[config.mk]
export PLATFORM = sky130hd
export DESIGN_NAME = way_select_flat
export DESIGN_NICKNAME = d
export VERILOG_FILES = /design/src/design/cache_pkg.sv /design/src/design/cache_way_if.sv /design/src/design/way_select.sv /design/src/flat_wrapper.sv
export VERILOG_INCLUDE_DIRS = /design/src /design/src/design
export SDC_FILE = /design/constraint.sdc
export NUM_CORES = 1
export LEC_CHECK = 0
export ABC_AREA = 1
export BUFFER_PORTS_ARGS = -buffer_cell sky130_fd_sc_hd__buf_4
export CAP_MARGIN = 10
export CORE_ASPECT_RATIO = 0.9
export CORE_MARGIN = 3
export CORE_UTILIZATION = 31
export CTS_CLUSTER_DIAMETER = 150
export CTS_CLUSTER_SIZE = 30
export DETAILED_ROUTE_END_ITERATION = 10
export PLACE_DENSITY = 0.93
export SLEW_MARGIN = 20
export SYNTH_ARGS = -nofsm -noshare
export SYNTH_HDL_FRONTEND = slang
export SYNTH_SLANG_ARGS = --single-unit
[constraint.sdc]
create_clock -name clk -period 1.21 [get_ports clk]
set_input_delay 0.0605 -clock clk [delete_from_list [all_inputs] [get_ports clk]]
set_output_delay 0.0605 -clock clk [all_outputs]
set_load 0.1 [all_outputs]
[src/design/cache_consts.svh]
`ifndef CACHE_CONSTS_SVH
`define CACHE_CONSTS_SVH

// Processor side widths
`define ADDR_W 16
`define DATA_W 16

// Address split: tag | index | byte offset
`define TAG_W 5
`define INDEX_W 8
`define OFFSET_W 3

// Line geometry
`define NUM_SETS 256
`define WORDS_PER_LINE 4

// Backing memory
`define MEM_RD_LATENCY 2
`define MEM_INIT_PATTERN 16'h5a5a

`endif
[src/design/cache_pkg.sv]
`default_nettype none

`include "cache_consts.svh"

package cache_pkg;

    // Byte address and data word
    typedef logic [`ADDR_W-1:0] addr_t;
    typedef logic [`DATA_W-1:0] word_t;

    // Address fields
    typedef logic [`TAG_W-1:0] tag_t;
    typedef logic [`INDEX_W-1:0] index_t;
    typedef logic [`OFFSET_W-1:0] offset_t;

    // Controller FSM states
    typedef enum logic [3:0] {
        IDLE,
        CMP_RD,
        CMP_WR,
        EVICT0,
        EVICT1,
        EVICT2,
        EVICT3,
        ALLOC0,
        ALLOC1,
        ALLOC2,
        ALLOC3,
        AW0,
        AW1
    } ctrl_state_e;

endpackage

`default_nettype wire

[src/design/cache_way_if.sv]
`timescale 1ns/1ns
`default_nettype none

interface cache_way_if;
    import cache_pkg::*;

    // Requests from the controller
    logic    en;
    logic    cmp;
    logic    write;
    logic    valid_in;
    tag_t    tag_in;
    index_t  index_in;
    offset_t offset_in;
    word_t   cache_in;

    // Lookup results from the way
    word_t   data_out;
    tag_t    tag_out;
    logic    hit;
    logic    dirty;
    logic    valid;

    modport ctrl (
        output en, cmp, write, valid_in, tag_in, index_in, offset_in, cache_in
    );

    modport way (
        input  en, cmp, write, valid_in, tag_in, index_in, offset_in, cache_in,
        output data_out, tag_out, hit, dirty, valid
    );

    // Enable is visible so the selector knows which way is being drained
    modport mon (
        input en, data_out, tag_out, hit, dirty, valid
    );

endinterface

`default_nettype wire

[src/design/way_select.sv]
`timescale 1ns/1ns
`default_nettype none

module way_select (
    input  logic             clk,
    input  logic             rst_n,
    cache_way_if.mon         way0,
    cache_way_if.mon         way1,
    input  logic             flip,
    output logic             hit,
    output logic             hit_way,
    output logic             victim_way,
    output cache_pkg::tag_t  victim_tag,
    output logic             victim_dirty,
    output cache_pkg::word_t hit_data,
    output cache_pkg::word_t victim_data
);
    import cache_pkg::*;

    logic flip_q;
    logic data_way;

    // Tags in one set never repeat, so at most one way hits
    assign hit      = way0.hit | way1.hit;
    assign hit_way  = way1.hit;
    assign hit_data = way1.hit ? way1.data_out : way0.data_out;

    // Invalid way first, then the flip bit
    always_comb begin
        if (!way0.valid) begin
            victim_way = 1'b0;
        end else if (!way1.valid) begin
            victim_way = 1'b1;
        end else begin
            victim_way = flip_q;
        end
    end

    assign victim_tag   = victim_way ? way1.tag_out : way0.tag_out;
    assign victim_dirty = victim_way ? (way1.valid & way1.dirty)
                                     : (way0.valid & way0.dirty);

    // During eviction only the latched victim way is enabled
    always_comb begin
        if (way1.en && !way0.en) begin
            data_way = 1'b1;
        end else if (way0.en && !way1.en) begin
            data_way = 1'b0;
        end else begin
            data_way = victim_way;
        end
    end

    assign victim_data = data_way ? way1.data_out : way0.data_out;

    always_ff @(posedge clk) begin
        if (!rst_n) begin
            flip_q <= 1'b0;
        end else if (flip) begin
            flip_q <= ~flip_q;
        end
    end

endmodule

`default_nettype wire

[src/flat_wrapper.sv]
// flat-port wrapper written by rule: the top's interface ports become plain ports
module way_select_flat import cache_pkg::*;
  (clk, rst_n, flip, hit, hit_way, victim_way, victim_tag, victim_dirty, hit_data, victim_data, way0_en, way0_data_out, way0_tag_out, way0_hit, way0_dirty, way0_valid, way1_en, way1_data_out, way1_tag_out, way1_hit, way1_dirty, way1_valid);
  cache_way_if way0_i ();
  cache_way_if way1_i ();
  input  logic clk;
  input  logic rst_n;
  input  logic flip;
  output logic hit;
  output logic hit_way;
  output logic victim_way;
  output cache_pkg::tag_t victim_tag;
  output logic victim_dirty;
  output cache_pkg::word_t hit_data;
  output cache_pkg::word_t victim_data;
  input wire logic [$bits(way0_i.en)-1:0] way0_en;
  input wire logic [$bits(way0_i.data_out)-1:0] way0_data_out;
  input wire logic [$bits(way0_i.tag_out)-1:0] way0_tag_out;
  input wire logic [$bits(way0_i.hit)-1:0] way0_hit;
  input wire logic [$bits(way0_i.dirty)-1:0] way0_dirty;
  input wire logic [$bits(way0_i.valid)-1:0] way0_valid;
  input wire logic [$bits(way1_i.en)-1:0] way1_en;
  input wire logic [$bits(way1_i.data_out)-1:0] way1_data_out;
  input wire logic [$bits(way1_i.tag_out)-1:0] way1_tag_out;
  input wire logic [$bits(way1_i.hit)-1:0] way1_hit;
  input wire logic [$bits(way1_i.dirty)-1:0] way1_dirty;
  input wire logic [$bits(way1_i.valid)-1:0] way1_valid;
  assign way0_i.en = way0_en;
  assign way0_i.data_out = way0_data_out;
  assign way0_i.tag_out = way0_tag_out;
  assign way0_i.hit = way0_hit;
  assign way0_i.dirty = way0_dirty;
  assign way0_i.valid = way0_valid;
  assign way1_i.en = way1_en;
  assign way1_i.data_out = way1_data_out;
  assign way1_i.tag_out = way1_tag_out;
  assign way1_i.hit = way1_hit;
  assign way1_i.dirty = way1_dirty;
  assign way1_i.valid = way1_valid;
  way_select u_core (.clk(clk), .rst_n(rst_n), .way0(way0_i), .way1(way1_i), .flip(flip), .hit(hit), .hit_way(hit_way), .victim_way(victim_way), .victim_tag(victim_tag), .victim_dirty(victim_dirty), .hit_data(hit_data), .victim_data(victim_data));
endmodule
=== Word level (Yosys, flattened, before mapping) ===
Cells that the tools add are included.
W data, S select, Z words.

* Flip-flop bits (word level): 1
* Bits in latches: 0
* RAM bits: 0
* Bits in read-only memories: 0
* Input port bits: 53
* Output and inout bits: 41
* Word-level logic and storage cells: 17
* Memories kept: 0

* Add/subtract/negate cells: 0
* $mul: 0
* Divide/modulo/power cells: 0
* Order comparisons: 0
* Equality and inequality tests: 0
* Shift operators: 0
* Muxes and demuxes: 8
* Bitwise gates (word level): 4
* Reductions and logical operators: 4

{| class="wikitable"
|+ Operator list
! cell !! number
|-
| $mux W16 || 2
|-
| $mux W1 || 5
|-
| $mux W5 || 1
|-
| $and A1 B1 Y1 || 2
|-
| $logic_and A1 B1 Y1 || 2
|-
| $logic_not A1 Y1 || 2
|-
| $not A1 Y1 || 1
|-
| $or A1 B1 Y1 || 1
|}

=== Depth between registers and ports, before layout ===
* Word-level depth: 5
* Depth in mapped cells: 7

=== Worst setup path after synthesis ===
No wires, ideal clock.

* Path kind: register to output
* From: register u_core.flip_q
* To: output victim_dirty
* Arrival time: 2.669 ns
* Required time: 1.150 ns
* Slack: -1.519 ns
* Cell stages (with the launch flop): 5
* Path buffers: 0
* Cell sequence: dfxtp_1 inv_2 nand2_4 nand2_4 o21ai_0

* Word-level cells in the longest chain between the ends: 3

{| class="wikitable"
|+ RTL lines
! what !! line !! RTL
|-
| from (decl) || way_select.sv:20 || <nowiki>logic flip_q;</nowiki>
|-
| from (signal assigned) || way_select.sv:60 || <nowiki>flip_q <= ~flip_q;</nowiki>
|-
| $mux W1 || way_select.sv:32 || <nowiki>end else if (!way1.valid) begin</nowiki>
|-
| $mux W1 || way_select.sv:30 || <nowiki>if (!way0.valid) begin</nowiki>
|-
| $mux W1 || way_select.sv:40 || <nowiki>assign victim_dirty = victim_way ? (way1.valid & way1.dirty)</nowiki>
|-
| to (decl) || flat_wrapper.sv:13 || <nowiki>output logic victim_dirty;</nowiki>
|}

No other way between the ends.

=== Final worst setup path ===
* From: register u_core.flip_q
* To: output victim_tag[4]

* Word-level cells in the longest chain between the ends: 3

{| class="wikitable"
|+ RTL lines
! what !! line !! RTL
|-
| $mux W1 || way_select.sv:32 ||
|-
| $mux W1 || way_select.sv:30 ||
|-
| $mux W5 || way_select.sv:39 || <nowiki>assign victim_tag = victim_way ? way1.tag_out : way0.tag_out;</nowiki>
|-
| to (decl) || flat_wrapper.sv:12 || <nowiki>output cache_pkg::tag_t victim_tag;</nowiki>
|}

No other way between the ends.

==> run_summary.xml <==
<?xml version="1.0" encoding="UTF-8"?>
<metrics>
  <group name="layout">
    <metric name="synthToLayoutAreaGrowth" unit="%">157.9</metric>
    <metric name="final_area" unit="sq um">1745</metric>
    <metric name="biggestRegsByFlops" unit="">u_core.flip_q (1)</metric>
    <metric name="largest_reg_flops" unit="">1</metric>
    <metric name="max_flop_register" unit="">u_core.flip_q</metric>
    <metric name="layout.nets" unit="">288</metric>
    <metric name="drive_gt1_share" unit="%">65.24</metric>
    <metric name="num_antenna_cells" unit="">0</metric>
    <metric name="final_core_utilization" unit="%">87.74</metric>
    <metric name="final-instance-count-excl-fill" unit="">258</metric>
  </group>
  <group name="power">
    <metric name="irDropWorstVdd" unit="V">0.0007423</metric>
    <metric name="power_density" unit="nW/um^2">1033</metric>
    <metric name="power.static_leakage" unit="nW">0.9669</metric>
  </group>
  <group name="job">
    <metric name="maxCapViolations" unit="">0</metric>
  </group>
  <group name="route">
    <metric name="via_per_inst" unit="">5.341</metric>
    <metric name="drt_first_iter_violations" unit="">48</metric>
    <metric name="antenna_violating_nets_post_route" unit="">0</metric>
    <metric name="detailedRoute.firstPassIterationCount" unit="">4</metric>
    <metric name="drcViolationCount" unit="">0</metric>
    <metric name="wl_per_cell" unit="um">15.87</metric>
    <metric name="drt_wl_total" unit="um">4095</metric>
    <metric name="vias" unit="">1378</metric>
  </group>
  <group name="global_routing">
    <metric name="grt.overflow.total" unit="">0</metric>
    <metric name="globalRouteTotalUtil" unit="%">25.01</metric>
    <metric name="first_global_vias" unit="">1280</metric>
    <metric name="grt_antenna_before_repair" unit="">0</metric>
    <metric name="grt_max_degree" unit="">17</metric>
    <metric name="global_route_wire_length_before_repair" unit="um">5747</metric>
  </group>
  <group name="floorplanning">
    <metric name="initial_utilization" unit="%">34.03</metric>
    <metric name="die_area" unit="sq um">2781</metric>
    <metric name="placementRows" unit="">15</metric>
    <metric name="fp.coreArea" unit="sq um">1989</metric>
    <metric name="die_y" unit="um">50.33</metric>
    <metric name="dieWidth" unit="um">55.26</metric>
    <metric name="io_pins" unit="">94</metric>
  </group>
  <group name="placed_design">
    <metric name="numPlacedInstances" unit="">258</metric>
    <metric name="place_congestion" unit="">0.8103</metric>
    <metric name="placement.cell_area" unit="sq um">1608</metric>
    <metric name="dp.final_hpwl" unit="um">3087</metric>
    <metric name="io_buffer_count" unit="">93</metric>
  </group>
  <group name="min_path">
    <metric name="hp-class" unit="">input port to register</metric>
    <metric name="worst_hold_endpoint" unit="">u_core.flip_q</metric>
    <metric name="worst_hold_startpoint" unit="">rst_n</metric>
    <metric name="hold-path-cell-count" unit="">3</metric>
  </group>
  <group name="sta">
    <metric name="timing.final.hold_violations" unit="">0</metric>
    <metric name="rsz0062_at_grt" unit="">true</metric>
    <metric name="slew-limit-headroom" unit="%">80.47</metric>
    <metric name="worst_hold_slack" unit="ps">289.2</metric>
    <metric name="report.final.setup_viol" unit="">0</metric>
    <metric name="max_freq" unit="MHz">852.0</metric>
    <metric name="report.final.slew_viol_count" unit="">0</metric>
    <metric name="clock_skew" unit="ps">0</metric>
    <metric name="final_period_minus_worst_setup_slack" unit="ps">1174</metric>
    <metric name="worst-slew-pin-transition" unit="ps">295.4</metric>
    <metric name="timing.final.crit_share" unit="%">97.00</metric>
  </group>
  <group name="yosys">
    <metric name="yosysTopAreaCellShare" unit="%">45.47</metric>
    <metric name="netlist-cell-type-count" unit="">15</metric>
    <metric name="mappedNetlistNets" unit="">192</metric>
    <metric name="synthesis.yosys.warnings" unit="">0</metric>
    <metric name="number_of_instances_in_the_synthesized_netlist" unit="">139</metric>
    <metric name="async_flop_share" unit="%">0</metric>
    <metric name="number_of_synthesized_flops_with_an_enable_pin" unit="">0</metric>
    <metric name="synthMostInstantiatedCell" unit="">sky130_fd_sc_hd__nand2_1</metric>
    <metric name="synthDominantAreaCellType" unit="">sky130_fd_sc_hd__nand2_1</metric>
    <metric name="mappedNetlistArea" unit="sq um">676.9</metric>
    <metric name="ys_top_cells_by_area" unit="">sky130_fd_sc_hd__nand2_1 45%, sky130_fd_sc_hd__nand3_1 22%, sky130_fd_sc_hd__nand2_4 6.7%</metric>
    <metric name="synth.top_cells.by_count" unit="">82 x sky130_fd_sc_hd__nand2_1, 30 x sky130_fd_sc_hd__nand3_1, 5 x sky130_fd_sc_hd__buf_4, 4 x sky130_fd_sc_hd__inv_1, 4 x sky130_fd_sc_hd__nand2_4</metric>
    <metric name="synth_ff_type" unit="">sky130_fd_sc_hd__dfxtp_1</metric>
    <metric name="synth_sequential_area_ratio" unit="%">2.957</metric>
    <metric name="ys_seq_elements" unit="">1</metric>
    <metric name="post_synth.cell_area_avg" unit="sq um">4.870</metric>
  </group>
  <group name="critical_path">
    <metric name="reg2reg_to" unit="">u_core.flip_q</metric>
    <metric name="timing.critical_path.from_type" unit="">register</metric>
    <metric name="critical_path.max_stage_delay" unit="ps">300</metric>
    <metric name="crit_path_top_delay_cell" unit="">sky130_fd_sc_hd__dfxtp_2</metric>
    <metric name="cp.required" unit="ps">1150</metric>
    <metric name="worstSetupPathType" unit="">register to output port</metric>
    <metric name="timing.rr.start" unit="">u_core.flip_q</metric>
    <metric name="crit_start" unit="">u_core.flip_q</metric>
    <metric name="endpoint_kind" unit="">output port</metric>
    <metric name="setup.reg_to_reg.worst_slack" unit="ps">470</metric>
    <metric name="critical_path_arrival" unit="ps">1110</metric>
    <metric name="cp_max_fo" unit="">6</metric>
    <metric name="crit_path_frequent_cell" unit="">sky130_fd_sc_hd__nand2_4</metric>
    <metric name="ff2ff_path_depth" unit="">3</metric>
    <metric name="path_cells" unit="">inv_2 &gt; nand2_4 &gt; nand2_8 &gt; clkinvlp_4 &gt; nand2_2 &gt; nand2_4 &gt; buf_8</metric>
  </group>
  <group name="clock_tree">
    <metric name="hold_buffers" unit="">0</metric>
    <metric name="clk_pin_slew_worst_paths" unit="ps">0</metric>
    <metric name="clk_latency" unit="ps">0</metric>
  </group>
  <group name="run_status">
    <metric name="run_status" unit="">completed</metric>
  </group>
</metrics>
power by group:
part / switching, mW / leakage (nW) / internal, mW / total [mW]
logic: 1.28 / 0.958 / 0.486 / 1.76
clock network: 0 / 0 / 0 / 0
registers: 0.00192 / 0.00859 / 0.0369 / 0.0388
worst max-delay path by stage:
stage | to | slack (ps)
after global placement | victim_data[14] | -6
after CTS | victim_data[3] | 2
after floorplan | victim_tag[1] | -320
after global routing | victim_data[7] | -10
after detailed placement | victim_data[14] | -60
final | victim_tag[4] | 40
layout make-up:
cell class,count,area [sq um]
Inverter,5,22.52
Fill cell,103,244.0
Tap cell,25,31.28
Multi-Input combinational cell,125,775.7
Timing Repair Buffer,102,894.6
Sequential cell,1,21.27
cells in the final DEF, fill, tap and decap left out:
cell type                    instances
sky130_fd_sc_hd__buf_4              80
sky130_fd_sc_hd__nand2_1            46
sky130_fd_sc_hd__nand3_1            30
sky130_fd_sc_hd__nand2_2            21
sky130_fd_sc_hd__nand2_4            17
sky130_fd_sc_hd__buf_6              11
sky130_fd_sc_hd__buf_8              10
sky130_fd_sc_hd__inv_1               3
sky130_fd_sc_hd__nand2_8             3
sky130_fd_sc_hd__nand3_2             3
sky130_fd_sc_hd__nor2_1              2
sky130_fd_sc_hd__inv_2               1
sky130_fd_sc_hd__clkinvlp_4          1
sky130_fd_sc_hd__nand3_4             1
sky130_fd_sc_hd__or2_2               1
sky130_fd_sc_hd__o21ai_2             1
sky130_fd_sc_hd__buf_12              1
sky130_fd_sc_hd__dfxtp_2             1
per-layer routing:
layer / global-route usage [%] / vias up / wire, um
li1: - / 633 / -
met1: 27.20 / 629 / 1291
met2: 50.79 / 94 / 2272
met3: 2.314 / 22 / 309
met4: 6.883 / 0 / 222
met5: 0 / - / 0
cells by family (layout without fill, tap and decap cells):
kind of cell	Yosys count	after routing	share of synthesized area, %
buffers and inverters	13	107	12.01
flip-flops	1	1	2.958
AO/OA/AOI/OAI	1	1	0.7387
AND/OR/NAND/NOR	124	124	84.29
stage by stage:
stage | setup TNS (ps) | power, mW | worst slack, ps
2_1_floorplan | -1779 | 1.279 | -319.3
3_3_place_gp | -33.60 | 1.649 | -6.395
3_5_place_dp | -392.5 | 1.678 | -61.62
4_1_cts | 0 | 1.725 | 2.350
5_1_grt | -14.96 | 1.856 | -12.55
6_report | 0 | 1.804 | 36.26
worst max-delay path: cells and delay by family (launching register included):
family        cells  cell delay [ps]
buf+inv           3              430
simple gates      4              370
flops             1              300
what timing repair did:
action	CTS	global route
setup buffers	0	0
pin swaps	0	3
resized for setup	15	20
endpoints found under the setup margin	13	21
cloned	0	0
(Power assumes the default switching activity.)
