$ cat src/design/cache_consts.svh
`ifndef CACHE_CONSTS_SVH
`define CACHE_CONSTS_SVH

// Processor side widths
`define ADDR_W 16
`define DATA_W 16

// Address split: tag | index | byte offset
`define TAG_W 5
`define INDEX_W 8
`define OFFSET_W 3

// Line geometry
`define NUM_SETS 256
`define WORDS_PER_LINE 4

// Backing memory
`define MEM_RD_LATENCY 2
`define MEM_INIT_PATTERN 16'h5a5a

`endif
$ cat src/design/cache_pkg.sv
`default_nettype none

`include "cache_consts.svh"

package cache_pkg;

    // Byte address and data word
    typedef logic [`ADDR_W-1:0] addr_t;
    typedef logic [`DATA_W-1:0] word_t;

    // Address fields
    typedef logic [`TAG_W-1:0] tag_t;
    typedef logic [`INDEX_W-1:0] index_t;
    typedef logic [`OFFSET_W-1:0] offset_t;

    // Controller FSM states
    typedef enum logic [3:0] {
        IDLE,
        CMP_RD,
        CMP_WR,
        EVICT0,
        EVICT1,
        EVICT2,
        EVICT3,
        ALLOC0,
        ALLOC1,
        ALLOC2,
        ALLOC3,
        AW0,
        AW1
    } ctrl_state_e;

endpackage

`default_nettype wire

$ cat src/design/cache_way_if.sv
`timescale 1ns/1ns
`default_nettype none

interface cache_way_if;
    import cache_pkg::*;

    // Requests from the controller
    logic    en;
    logic    cmp;
    logic    write;
    logic    valid_in;
    tag_t    tag_in;
    index_t  index_in;
    offset_t offset_in;
    word_t   cache_in;

    // Lookup results from the way
    word_t   data_out;
    tag_t    tag_out;
    logic    hit;
    logic    dirty;
    logic    valid;

    modport ctrl (
        output en, cmp, write, valid_in, tag_in, index_in, offset_in, cache_in
    );

    modport way (
        input  en, cmp, write, valid_in, tag_in, index_in, offset_in, cache_in,
        output data_out, tag_out, hit, dirty, valid
    );

    // Enable is visible so the selector knows which way is being drained
    modport mon (
        input en, data_out, tag_out, hit, dirty, valid
    );

endinterface

`default_nettype wire

$ cat src/design/cache_ctrl.sv
`timescale 1ns/1ns
`default_nettype none

`include "cache_consts.svh"

module cache_ctrl (
    input  logic             clk,
    input  logic             rst_n,
    input  logic             ld,
    input  logic             st,
    input  cache_pkg::addr_t addr,
    input  cache_pkg::word_t data_in,
    cache_way_if.ctrl        way0,
    cache_way_if.ctrl        way1,
    input  logic             hit,
    input  logic             hit_way,
    input  logic             victim_way,
    input  cache_pkg::tag_t  victim_tag,
    input  logic             victim_dirty,
    input  cache_pkg::word_t hit_data,
    input  cache_pkg::word_t victim_data,
    output logic             flip,
    output logic             rd,
    output logic             wr,
    output cache_pkg::addr_t mem_addr,
    output cache_pkg::word_t mem_data,
    input  cache_pkg::word_t data_mem,
    output cache_pkg::word_t data_out,
    output logic             done,
    output logic             stall,
    output logic             cache_hit
);
    import cache_pkg::*;

    ctrl_state_e          state;
    ctrl_state_e          next_state;
    addr_t                addr_q;
    word_t                data_q;
    logic                 st_q;
    logic                 way_q;
    tag_t                 vtag_q;
    word_t                data_out_q;
    tag_t                 req_tag;
    index_t               req_index;
    offset_t              req_offset;
    logic [`OFFSET_W-2:0] req_word;
    logic [`OFFSET_W-2:0] mem_word;
    logic [`OFFSET_W-2:0] fill_word;
    logic                 in_cmp;
    logic                 in_evict;
    logic                 in_alloc;
    logic                 in_fill;
    logic                 en0;
    logic                 en1;
    logic                 cmp;
    logic                 way_write;
    offset_t              offset_sel;
    word_t                cache_data;
    word_t                done_data;

    assign req_tag    = addr_q[`ADDR_W-1 -: `TAG_W];
    assign req_index  = addr_q[`OFFSET_W +: `INDEX_W];
    assign req_offset = addr_q[`OFFSET_W-1:0];
    assign req_word   = req_offset[`OFFSET_W-1:1];

    assign in_cmp   = (state == CMP_RD) || (state == CMP_WR);
    assign in_evict = state inside {EVICT0, EVICT1, EVICT2, EVICT3};
    assign in_alloc = state inside {ALLOC0, ALLOC1, ALLOC2, ALLOC3};
    assign in_fill  = state inside {ALLOC2, ALLOC3, AW0, AW1};

    // Word on the memory port, and word being filled two cycles behind it
    always_comb begin
        mem_word  = 2'd0;
        fill_word = 2'd0;
        case (state)
            EVICT1, ALLOC1: mem_word = 2'd1;
            EVICT2: mem_word = 2'd2;
            EVICT3: mem_word = 2'd3;
            ALLOC2: begin
                mem_word  = 2'd2;
                fill_word = 2'd0;
            end
            ALLOC3: begin
                mem_word  = 2'd3;
                fill_word = 2'd1;
            end
            AW0: fill_word = 2'd2;
            AW1: fill_word = 2'd3;
            default: ;
        endcase
    end

    always_comb begin
        next_state = state;
        case (state)
            IDLE: begin
                if (ld) begin
                    next_state = CMP_RD;
                end else if (st) begin
                    next_state = CMP_WR;
                end
            end
            CMP_RD, CMP_WR: begin
                if (hit) begin
                    next_state = IDLE;
                end else if (victim_dirty) begin
                    next_state = EVICT0;
                end else begin
                    next_state = ALLOC0;
                end
            end
            EVICT0: next_state = EVICT1;
            EVICT1: next_state = EVICT2;
            EVICT2: next_state = EVICT3;
            EVICT3: next_state = ALLOC0;
            ALLOC0: next_state = ALLOC1;
            ALLOC1: next_state = ALLOC2;
            ALLOC2: next_state = ALLOC3;
            ALLOC3: next_state = AW0;
            AW0: next_state = AW1;
            default: next_state = IDLE;
        endcase
    end

    always_comb begin
        en0        = 1'b0;
        en1        = 1'b0;
        cmp        = 1'b0;
        way_write  = 1'b0;
        offset_sel = req_offset;
        cache_data = data_q;
        rd         = 1'b0;
        wr         = 1'b0;
        mem_addr   = {req_tag, req_index, mem_word, 1'b0};
        mem_data   = data_q;
        done       = 1'b0;
        done_data  = hit_data;

        // Probe both ways, a store hit writes in place
        if (in_cmp) begin
            en0       = 1'b1;
            en1       = 1'b1;
            cmp       = 1'b1;
            way_write = st_q;
            done      = hit;
        end

        // Drain the victim line word by word
        if (in_evict) begin
            en0        = ~way_q;
            en1        = way_q;
            offset_sel = {mem_word, 1'b0};
            wr         = 1'b1;
            mem_addr   = {vtag_q, req_index, mem_word, 1'b0};
            mem_data   = victim_data;
        end

        // Store miss writes its own word through instead of reading it
        if (in_alloc) begin
            if (st_q && (mem_word == req_word)) begin
                wr = 1'b1;
            end else begin
                rd = 1'b1;
            end
        end

        if (in_fill) begin
            en0        = ~way_q;
            en1        = way_q;
            way_write  = 1'b1;
            offset_sel = {fill_word, 1'b0};
            if (st_q && (fill_word == req_word)) begin
                cache_data = data_q;
            end else begin
                cache_data = data_mem;
            end
            done      = (fill_word == req_word);
            done_data = cache_data;
        end
    end

    always_ff @(posedge clk) begin
        if (!rst_n) begin
            state <= IDLE;
        end else begin
            state <= next_state;
        end
    end

    always_ff @(posedge clk) begin
        if ((state == IDLE) && (ld || st)) begin
            addr_q <= addr;
            data_q <= data_in;
            st_q   <= ~ld;
        end
        // Way choice is fixed for the rest of the request
        if (in_cmp) begin
            way_q  <= hit ? hit_way : victim_way;
            vtag_q <= victim_tag;
        end
        if (done) begin
            data_out_q <= done_data;
        end
    end

    assign stall     = (state != IDLE);
    assign flip      = in_cmp;
    assign cache_hit = in_cmp & hit;
    assign data_out  = done ? done_data : data_out_q;

    assign way0.en        = en0;
    assign way0.cmp       = cmp;
    assign way0.write     = way_write;
    assign way0.valid_in  = 1'b1;
    assign way0.tag_in    = req_tag;
    assign way0.index_in  = req_index;
    assign way0.offset_in = offset_sel;
    assign way0.cache_in  = cache_data;

    assign way1.en        = en1;
    assign way1.cmp       = cmp;
    assign way1.write     = way_write;
    assign way1.valid_in  = 1'b1;
    assign way1.tag_in    = req_tag;
    assign way1.index_in  = req_index;
    assign way1.offset_in = offset_sel;
    assign way1.cache_in  = cache_data;

    assert property (@(posedge clk) disable iff (!rst_n) done |-> stall);
    assert property (@(posedge clk) disable iff (!rst_n) !(rd && wr));
    assert property (@(posedge clk) disable iff (!rst_n)
        (in_evict || in_alloc) |-> !(way0.en && way1.en));
    // Every read issued lands in a fill state
    assert property (@(posedge clk) disable iff (!rst_n)
        rd |-> ##(`MEM_RD_LATENCY) in_fill);

endmodule

`default_nettype wire

$ cat src/flat_wrapper.sv
// flat-port wrapper written by rule: the top's interface ports become plain ports
module cache_ctrl_flat import cache_pkg::*;
  (clk, rst_n, ld, st, addr, data_in, hit, hit_way, victim_way, victim_tag, victim_dirty, hit_data, victim_data, flip, rd, wr, mem_addr, mem_data, data_mem, data_out, done, stall, cache_hit, way0_en, way0_cmp, way0_write, way0_valid_in, way0_tag_in, way0_index_in, way0_offset_in, way0_cache_in, way1_en, way1_cmp, way1_write, way1_valid_in, way1_tag_in, way1_index_in, way1_offset_in, way1_cache_in);
  cache_way_if way0_i ();
  cache_way_if way1_i ();
  input  logic clk;
  input  logic rst_n;
  input  logic ld;
  input  logic st;
  input  cache_pkg::addr_t addr;
  input  cache_pkg::word_t data_in;
  input  logic hit;
  input  logic hit_way;
  input  logic victim_way;
  input  cache_pkg::tag_t victim_tag;
  input  logic victim_dirty;
  input  cache_pkg::word_t hit_data;
  input  cache_pkg::word_t victim_data;
  output logic flip;
  output logic rd;
  output logic wr;
  output cache_pkg::addr_t mem_addr;
  output cache_pkg::word_t mem_data;
  input  cache_pkg::word_t data_mem;
  output cache_pkg::word_t data_out;
  output logic done;
  output logic stall;
  output logic cache_hit;
  output wire logic [$bits(way0_i.en)-1:0] way0_en;
  output wire logic [$bits(way0_i.cmp)-1:0] way0_cmp;
  output wire logic [$bits(way0_i.write)-1:0] way0_write;
  output wire logic [$bits(way0_i.valid_in)-1:0] way0_valid_in;
  output wire logic [$bits(way0_i.tag_in)-1:0] way0_tag_in;
  output wire logic [$bits(way0_i.index_in)-1:0] way0_index_in;
  output wire logic [$bits(way0_i.offset_in)-1:0] way0_offset_in;
  output wire logic [$bits(way0_i.cache_in)-1:0] way0_cache_in;
  output wire logic [$bits(way1_i.en)-1:0] way1_en;
  output wire logic [$bits(way1_i.cmp)-1:0] way1_cmp;
  output wire logic [$bits(way1_i.write)-1:0] way1_write;
  output wire logic [$bits(way1_i.valid_in)-1:0] way1_valid_in;
  output wire logic [$bits(way1_i.tag_in)-1:0] way1_tag_in;
  output wire logic [$bits(way1_i.index_in)-1:0] way1_index_in;
  output wire logic [$bits(way1_i.offset_in)-1:0] way1_offset_in;
  output wire logic [$bits(way1_i.cache_in)-1:0] way1_cache_in;
  assign way0_en = way0_i.en;
  assign way0_cmp = way0_i.cmp;
  assign way0_write = way0_i.write;
  assign way0_valid_in = way0_i.valid_in;
  assign way0_tag_in = way0_i.tag_in;
  assign way0_index_in = way0_i.index_in;
  assign way0_offset_in = way0_i.offset_in;
  assign way0_cache_in = way0_i.cache_in;
  assign way1_en = way1_i.en;
  assign way1_cmp = way1_i.cmp;
  assign way1_write = way1_i.write;
  assign way1_valid_in = way1_i.valid_in;
  assign way1_tag_in = way1_i.tag_in;
  assign way1_index_in = way1_i.index_in;
  assign way1_offset_in = way1_i.offset_in;
  assign way1_cache_in = way1_i.cache_in;
  cache_ctrl u_core (.clk(clk), .rst_n(rst_n), .ld(ld), .st(st), .addr(addr), .data_in(data_in), .way0(way0_i), .way1(way1_i), .hit(hit), .hit_way(hit_way), .victim_way(victim_way), .victim_tag(victim_tag), .victim_dirty(victim_dirty), .hit_data(hit_data), .victim_data(victim_data), .flip(flip), .rd(rd), .wr(wr), .mem_addr(mem_addr), .mem_data(mem_data), .data_mem(data_mem), .data_out(data_out), .done(done), .stall(stall), .cache_hit(cache_hit));
endmodule
$ cat config.mk
export PLATFORM = sky130hd
export DESIGN_NAME = cache_ctrl_flat
export DESIGN_NICKNAME = d
export VERILOG_FILES = /design/src/design/cache_pkg.sv /design/src/design/cache_way_if.sv /design/src/design/cache_ctrl.sv /design/src/flat_wrapper.sv
export VERILOG_INCLUDE_DIRS = /design/src /design/src/design
export SDC_FILE = /design/constraint.sdc
export NUM_CORES = 1
export LEC_CHECK = 0
export BUFFER_PORTS_ARGS = -buffer_cell sky130_fd_sc_hd__buf_2
export CAP_MARGIN = 20
export CORE_MARGIN = 5
export CORE_UTILIZATION = 40
export DETAILED_ROUTE_END_ITERATION = 10
export HOLD_SLACK_MARGIN = 0.15
export PLACE_DENSITY = 0.75
export SLEW_MARGIN = 20
export SYNTH_ARGS = -nofsm -noshare
export SYNTH_HDL_FRONTEND = slang
export SYNTH_SLANG_ARGS = --single-unit
$ cat constraint.sdc
create_clock -name clk -period 2.4 [get_ports clk]
set_input_delay 0.24 -clock clk [delete_from_list [all_inputs] [get_ports clk]]
set_output_delay 0.24 -clock clk [all_outputs]
set_load 0.01 [all_outputs]
# --- After elaboration in Yosys (flattened, before gate mapping) ---
# Cells that the tools add are included.
# W data, S select, Z words.
totals:
  output_inout_bits: 126
  in_bits: 93
  word_cells: 69
  regBits: 59
classes:
  muxes: 30
  bitwise: 3
  n_reduce_logical: 14
  eq_ne: 15
op_table:
  columns: ["cell", "n"]
  rows:
  - ["$mux W16", 6]
  - ["$pmux W4 S11", 1]
  - ["$eq A4 B4 Y1 const B", 5]
  - ["$eq A4 B3 Y1 const B", 4]
  - ["$reduce_bool A4 Y1", 4]
  - ["$mux W1", 15]
  - ["$mux W4", 3]
  - ["$pmux W2 S3", 2]
  - ["$mux W3", 3]
  - ["$eq A4 B2 Y1 const B", 2]
  - ["$reduce_or A2 Y1", 4]
  - ["$eq A2 B2 Y1", 2]
  - ["$eq A4 B1 Y1 const B", 1]
  - ["$logic_not A4 Y1", 1]
  - ["$logic_and A1 B1 Y1", 3]
  - ["$ne A3 B3 Y1 const B", 1]
  - ["$logic_or A1 B1 Y1", 2]
  - ["$not A1 Y1", 2]
  - ["$and A1 B1 Y1", 1]

# --- Longest topological paths before layout ---
depth:
  ltp_word: 7
  mapped_depth: 9

# --- Least setup slack after synthesis ---
# OpenSTA, ideal clock, no wires.
synth_path:
  path_kind: "register to register"
  startpoint: "register u_core.state[1]"
  endpoint: "register u_core.addr_q[0] (enable)"
  setup_slack_ns: -0.326
  stages_incl_launch_ff: 5
  period_less_slack_ns: 2.726
  arrival_time_ns: 2.302
  cell_sequence: "dfxtp_1 buf_6 nor2_1 nand2_1 nor2_1"
synth_between:
  elab_chain_len: 2
synth_lines:
  columns: ["element", "line", "source"]
  rows:
  - ["start, declared", "cache_ctrl.sv:35", "ctrl_state_e state;"]
  - ["start signal, assigned", "cache_ctrl.sv:186", "state <= next_state;"]
  - ["$logic_not A4 Y1", "cache_ctrl.sv:191", "if ((state == IDLE) && (ld || st)) begin"]
  - ["$logic_and A1 B1 Y1", "cache_ctrl.sv:191", null]
  - ["end signal, assigned", "cache_ctrl.sv:192", "addr_q <= addr;"]
  - ["end, declared", "cache_ctrl.sv:37", "addr_t addr_q;"]
# Every way passes these cells.
# A chain may end at the register's enable or synchronous reset.

# --- Worst setup path in the final report ---
layout_path:
  startpoint: "register u_core.addr_q[2]"
  endpoint: "output port data_out[12]"
layout_between:
  elab_chain_len: 5
layout_lines:
  columns: ["element", "line", "source"]
  rows:
  - ["$eq A2 B2 Y1 *", "cache_ctrl.sv:172, cache_ctrl.sv:177", null]
  - ["$logic_and A1 B1 Y1", "cache_ctrl.sv:172", "if (st_q && (fill_word == req_word)) begin"]
  - ["$mux W16", "cache_ctrl.sv:172", null]
  - ["$mux W16", "cache_ctrl.sv:167", "if (in_fill) begin"]
  - ["$mux W16 *", "cache_ctrl.sv:209", "assign data_out = done ? done_data : data_out_q;"]
  - ["end, declared", "flat_wrapper.sv:25", "output cache_pkg::word_t data_out;"]
# Every way passes the cells marked *; elsewhere a longest branch is shown, timed or not.

==> run_results.csv <==
group,metric,value,unit
worst_hold_path,hold_end,"u_core.state[3]",
setup_path,critical_path.top_delay_family,"compound AO/OA/AOI/OAI gates",
setup_path,worstPathBufferInverterCount,3,
setup_path,timing.critical_path.fanout_max,5,
drt,avgViaCountPerCell,5.16,
grt,first_global_vias,3662,
finish,flow.area_growth_from_synthesis,54.8,%
setup_path,timing.critical_path.from_type,"flop",
clock_tree,cts.reportedPaths.clkPinSlew,70,ps
sta,max_freq,374,MHz
clock_tree,numCtsBuffers,9,
floorplan,starting_density_of_the_core,40.8,%
power_and_ir_drop,vdd_drop_max,1.30,mV
place,dp.final_hpwl,8.84,mm
floorplan,design.core.area,9150,um^2
sta,tns,-10380,ps
power_and_ir_drop,power_per_cell_area,1380,nW/um^2
drt,detail_route.wirelength,13.0,mm
sta,maxSlewViolCount,0,
floorplan,die_w,107,um
setup_path,reg2reg_from,"u_core.addr_q[2]",
floorplan,full_die_area,11400,um^2
sta,worst_max_slew_margin_expressed_relative_to_the_limit,57.2,%
floorplan,fp.dieH,107,um
clock_tree,clock_latency,340,ps
clock_tree,clk_path_buf_depth,2,
clock_tree,tritoncts_clock_tree,"yes",
synth,syn_inst,367,
synth,number_of_synthesized_flops_with_an_enable_pin,39,
drt,drt_first_pass_iters,5,
setup_path,path_depth_of_the_worst_reg2reg_path,8,
sta,final.period_utilization,111,%
setup_path,crit_path_capture_type,"output pin",
setup_path,worst_path_max_delay_cell,"sky130_fd_sc_hd__edfxtp_1",
setup_path,critPathKind,"reg -> out",
finish,diode_count,0,
drt,avgRoutedWirePerCell,18.5,um
setup_path,worstPathCellList,"and3b_1 > o2111a_2 > buf_6 > o31ai_4 > buf_6 > a221oi_4 > o31ai_4 > buf_2",
worst_hold_path,holdCritPathClass,"in -> reg",
setup_path,reg2reg_to,"u_core.data_out_q[5]",
setup_path,cp.required,2160,ps
grt,grt_start_max_net_pins,34,
clock_tree,cts_root_buffer,"sky130_fd_sc_hd__clkbuf_8",
place,io_buffers,215,
grt,grt_remaining_overflow,0,
synth,primary_flip_flop_cell_chosen_by_synthesis_mapping,"sky130_fd_sc_hd__edfxtp_1",
synth,synth_sequential_area_ratio,42.1,%
grt,first_pass_grt_wire_length,19.4,mm
synth,syn-cell-area,3730,um^2
sta,setup_violations,49,
power_and_ir_drop,leakage,2.54,nW
flow_run,cap_viol_max_count,0,
sta,finalHoldViolations,0,
grt,grt_usage,21.9,%
synth,async_set_reset_flop_share_out_of_synthesis,0,%
grt,grt_antenna_before_repair,0,
synth,synth_seq_cells,59,
drt,drc_errors,0,
sta,final_critical_path_setup_slack,-273,ps
floorplan,floorplan.io_pins,219,
drt,drt_first_iter_violations,150,
place,gpl_wtd_cong,0.911,
finish,total_number_of_nets_in_the_final_design,676,
clock_tree,cts_num_sinks,59,
setup_path,regToRegSetupSlack,170,ps
synth,synth.avg_cell_area,10.2,um^2
worst_hold_path,min_path_cells,2,
sta,worst-slew-pin-transition,634,ps
worst_hold_path,holdCritStartpoint,"rst_n",
synth,synthesis.yosys.warnings,0,
setup_path,critical_path.max_stage_delay,420,ps
floorplan,placement_rows,35,
synth,netlist-cell-type-count,51,
power_and_ir_drop,total_power,7.96,mW
status,outcome,"finished with violations",
finish,finish.utilization,63.2,%
clock_tree,cts.htree.levels,3,
status,failed_checks,"negative setup slack",
setup_path,timing.critical_path.depth,8,
sta,worst_clock_skew,12.7,ps
sta,unrepaired_setup_endpoints_after_global_routing,"yes",
setup_path,worst_setup_path_startpoint,"u_core.addr_q[2]",
finish,drive_above_1_share,60.0,%
drt,ant_nets,0,
drt,via_count,3609,
sta,timing.final.crit_period,2670,ps
setup_path,worstPathArrival,2430,ps
==> area by class of cell <==
| type | instances | area, um^2 |
|---|---|---|
| Inverter | 6 | 22.5 |
| Tap cell | 111 | 139 |
| Fill cell | 728 | 3370 |
| Clock inverter | 7 | 101 |
| Timing Repair Buffer | 286 | 1800 |
| Multi-Input combinational cell | 221 | 2020 |
| Sequential cell | 59 | 1580 |
| Clock buffer | 9 | 124 |
==> synthesized netlist by cell type, drive strengths merged (3+ instances only) <==
cell,number,area share [%]
dfxtp,20,11
mux2,23,6.9
inv,6,0.60
nor2,57,5.7
a221oi,16,5.4
nand2,11,1.1
buf,74,14
xnor2,4,0.94
nand3,18,2.4
clkbuf,10,1.0
and2,18,3.1
a21oi,10,1.3
a31oi,4,0.67
nor2b,5,0.84
nand2b,3,0.50
edfxtp,39,31
or2,3,0.57
o31ai,18,5.6
==> what timing repair did <==
action                                  in CTS  in global routing
hold buffers                                37                  0
endpoints found under the setup margin      51                 74
setup buffers                                8                  0
hold endpoints to repair                    37                  0
gates cloned                                 3                  1
resized for setup                           55                 17
pin swaps                                   37                 16
==> cell families (layout without fill, tap and decap cells) <==
group / count (synthesis) / after routing / synth area share, %
and+or+nand+nor: 124 / 126 / 16.1
buffers and inverters: 90 / 308 / 16.1
AOI/OAI and AO/OA: 62 / 62 / 16.8
DFF: 59 / 59 / 42.1
muxes: 25 / 25 / 7.57
xor gates and xnor gates: 5 / 5 / 1.17
other: 2 / 3 / 0.201
==> where the power goes <==
| part | internal (mW) | switching [mW] |
|---|---|---|
| Combinational | 2.17 | 2.78 |
| Clock | 0.591 | 0.449 |
| Sequential | 1.66 | 0.298 |
| Total | 4.43 | 3.53 |
==> flip-flops by register name, indices dropped and copies added (netlist names) <==
name	cells
u_core.addr_q	16
u_core.data_out_q	16
u_core.data_q	16
u_core.vtag_q	5
u_core.state	4
u_core.st_q	1
u_core.way_q	1
==> placed cells by master, fill, tap and decap left out, types with 4 or more instances in the layout <==
cell and n:
sky130_fd_sc_hd__nor2_1 45, sky130_fd_sc_hd__o31ai_4 13, sky130_fd_sc_hd__a221oi_4 16, sky130_fd_sc_hd__inv_1 6
sky130_fd_sc_hd__dfxtp_1 16, sky130_fd_sc_hd__edfxtp_1 39, sky130_fd_sc_hd__o31ai_2 5, sky130_fd_sc_hd__clkbuf_8 9
sky130_fd_sc_hd__and2_1 17, sky130_fd_sc_hd__xnor2_1 4, sky130_fd_sc_hd__buf_2 215, sky130_fd_sc_hd__nand2_1 10
sky130_fd_sc_hd__a31oi_1 4, sky130_fd_sc_hd__mux2_2 22, sky130_fd_sc_hd__nor2_2 11, sky130_fd_sc_hd__nand3_1 18
sky130_fd_sc_hd__buf_6 8, sky130_fd_sc_hd__nor2b_1 5, sky130_fd_sc_hd__a21oi_1 10, sky130_fd_sc_hd__dlygate4sd3_1 37
sky130_fd_sc_hd__buf_4 21, sky130_fd_sc_hd__buf_12 4
==> per-stage QoR <==
step	hold WS [ps]	instance area (um^2)	instances	worst slack [ps]
finish	183	5780	699	-273
global placement	417	4630	635	99.9
detailed placement	418	4630	635	-57.1
CTS	166	5660	699	-247
global route	167	5780	699	-360
floorplan	339	3750	368	70.3
==> per-layer routing <==
layer	GRT usage, %	up-vias	share of wire [%]
li1	-	1680	-
met1	25.1	1744	37
met2	40.6	161	54
met3	4.82	24	6.8
met4	6.12	0	1.9
met5	0	-	0
==> how the worst max path moves through the flow <==
stage                             end
floorplan           way1_cache_in[10]
global placement         data_out[12]
detailed placement        data_out[4]
CTS                      data_out[12]
global route        way1_cache_in[10]
finish                   data_out[12]
No activity file was read; power rests on OpenSTA's default activity.
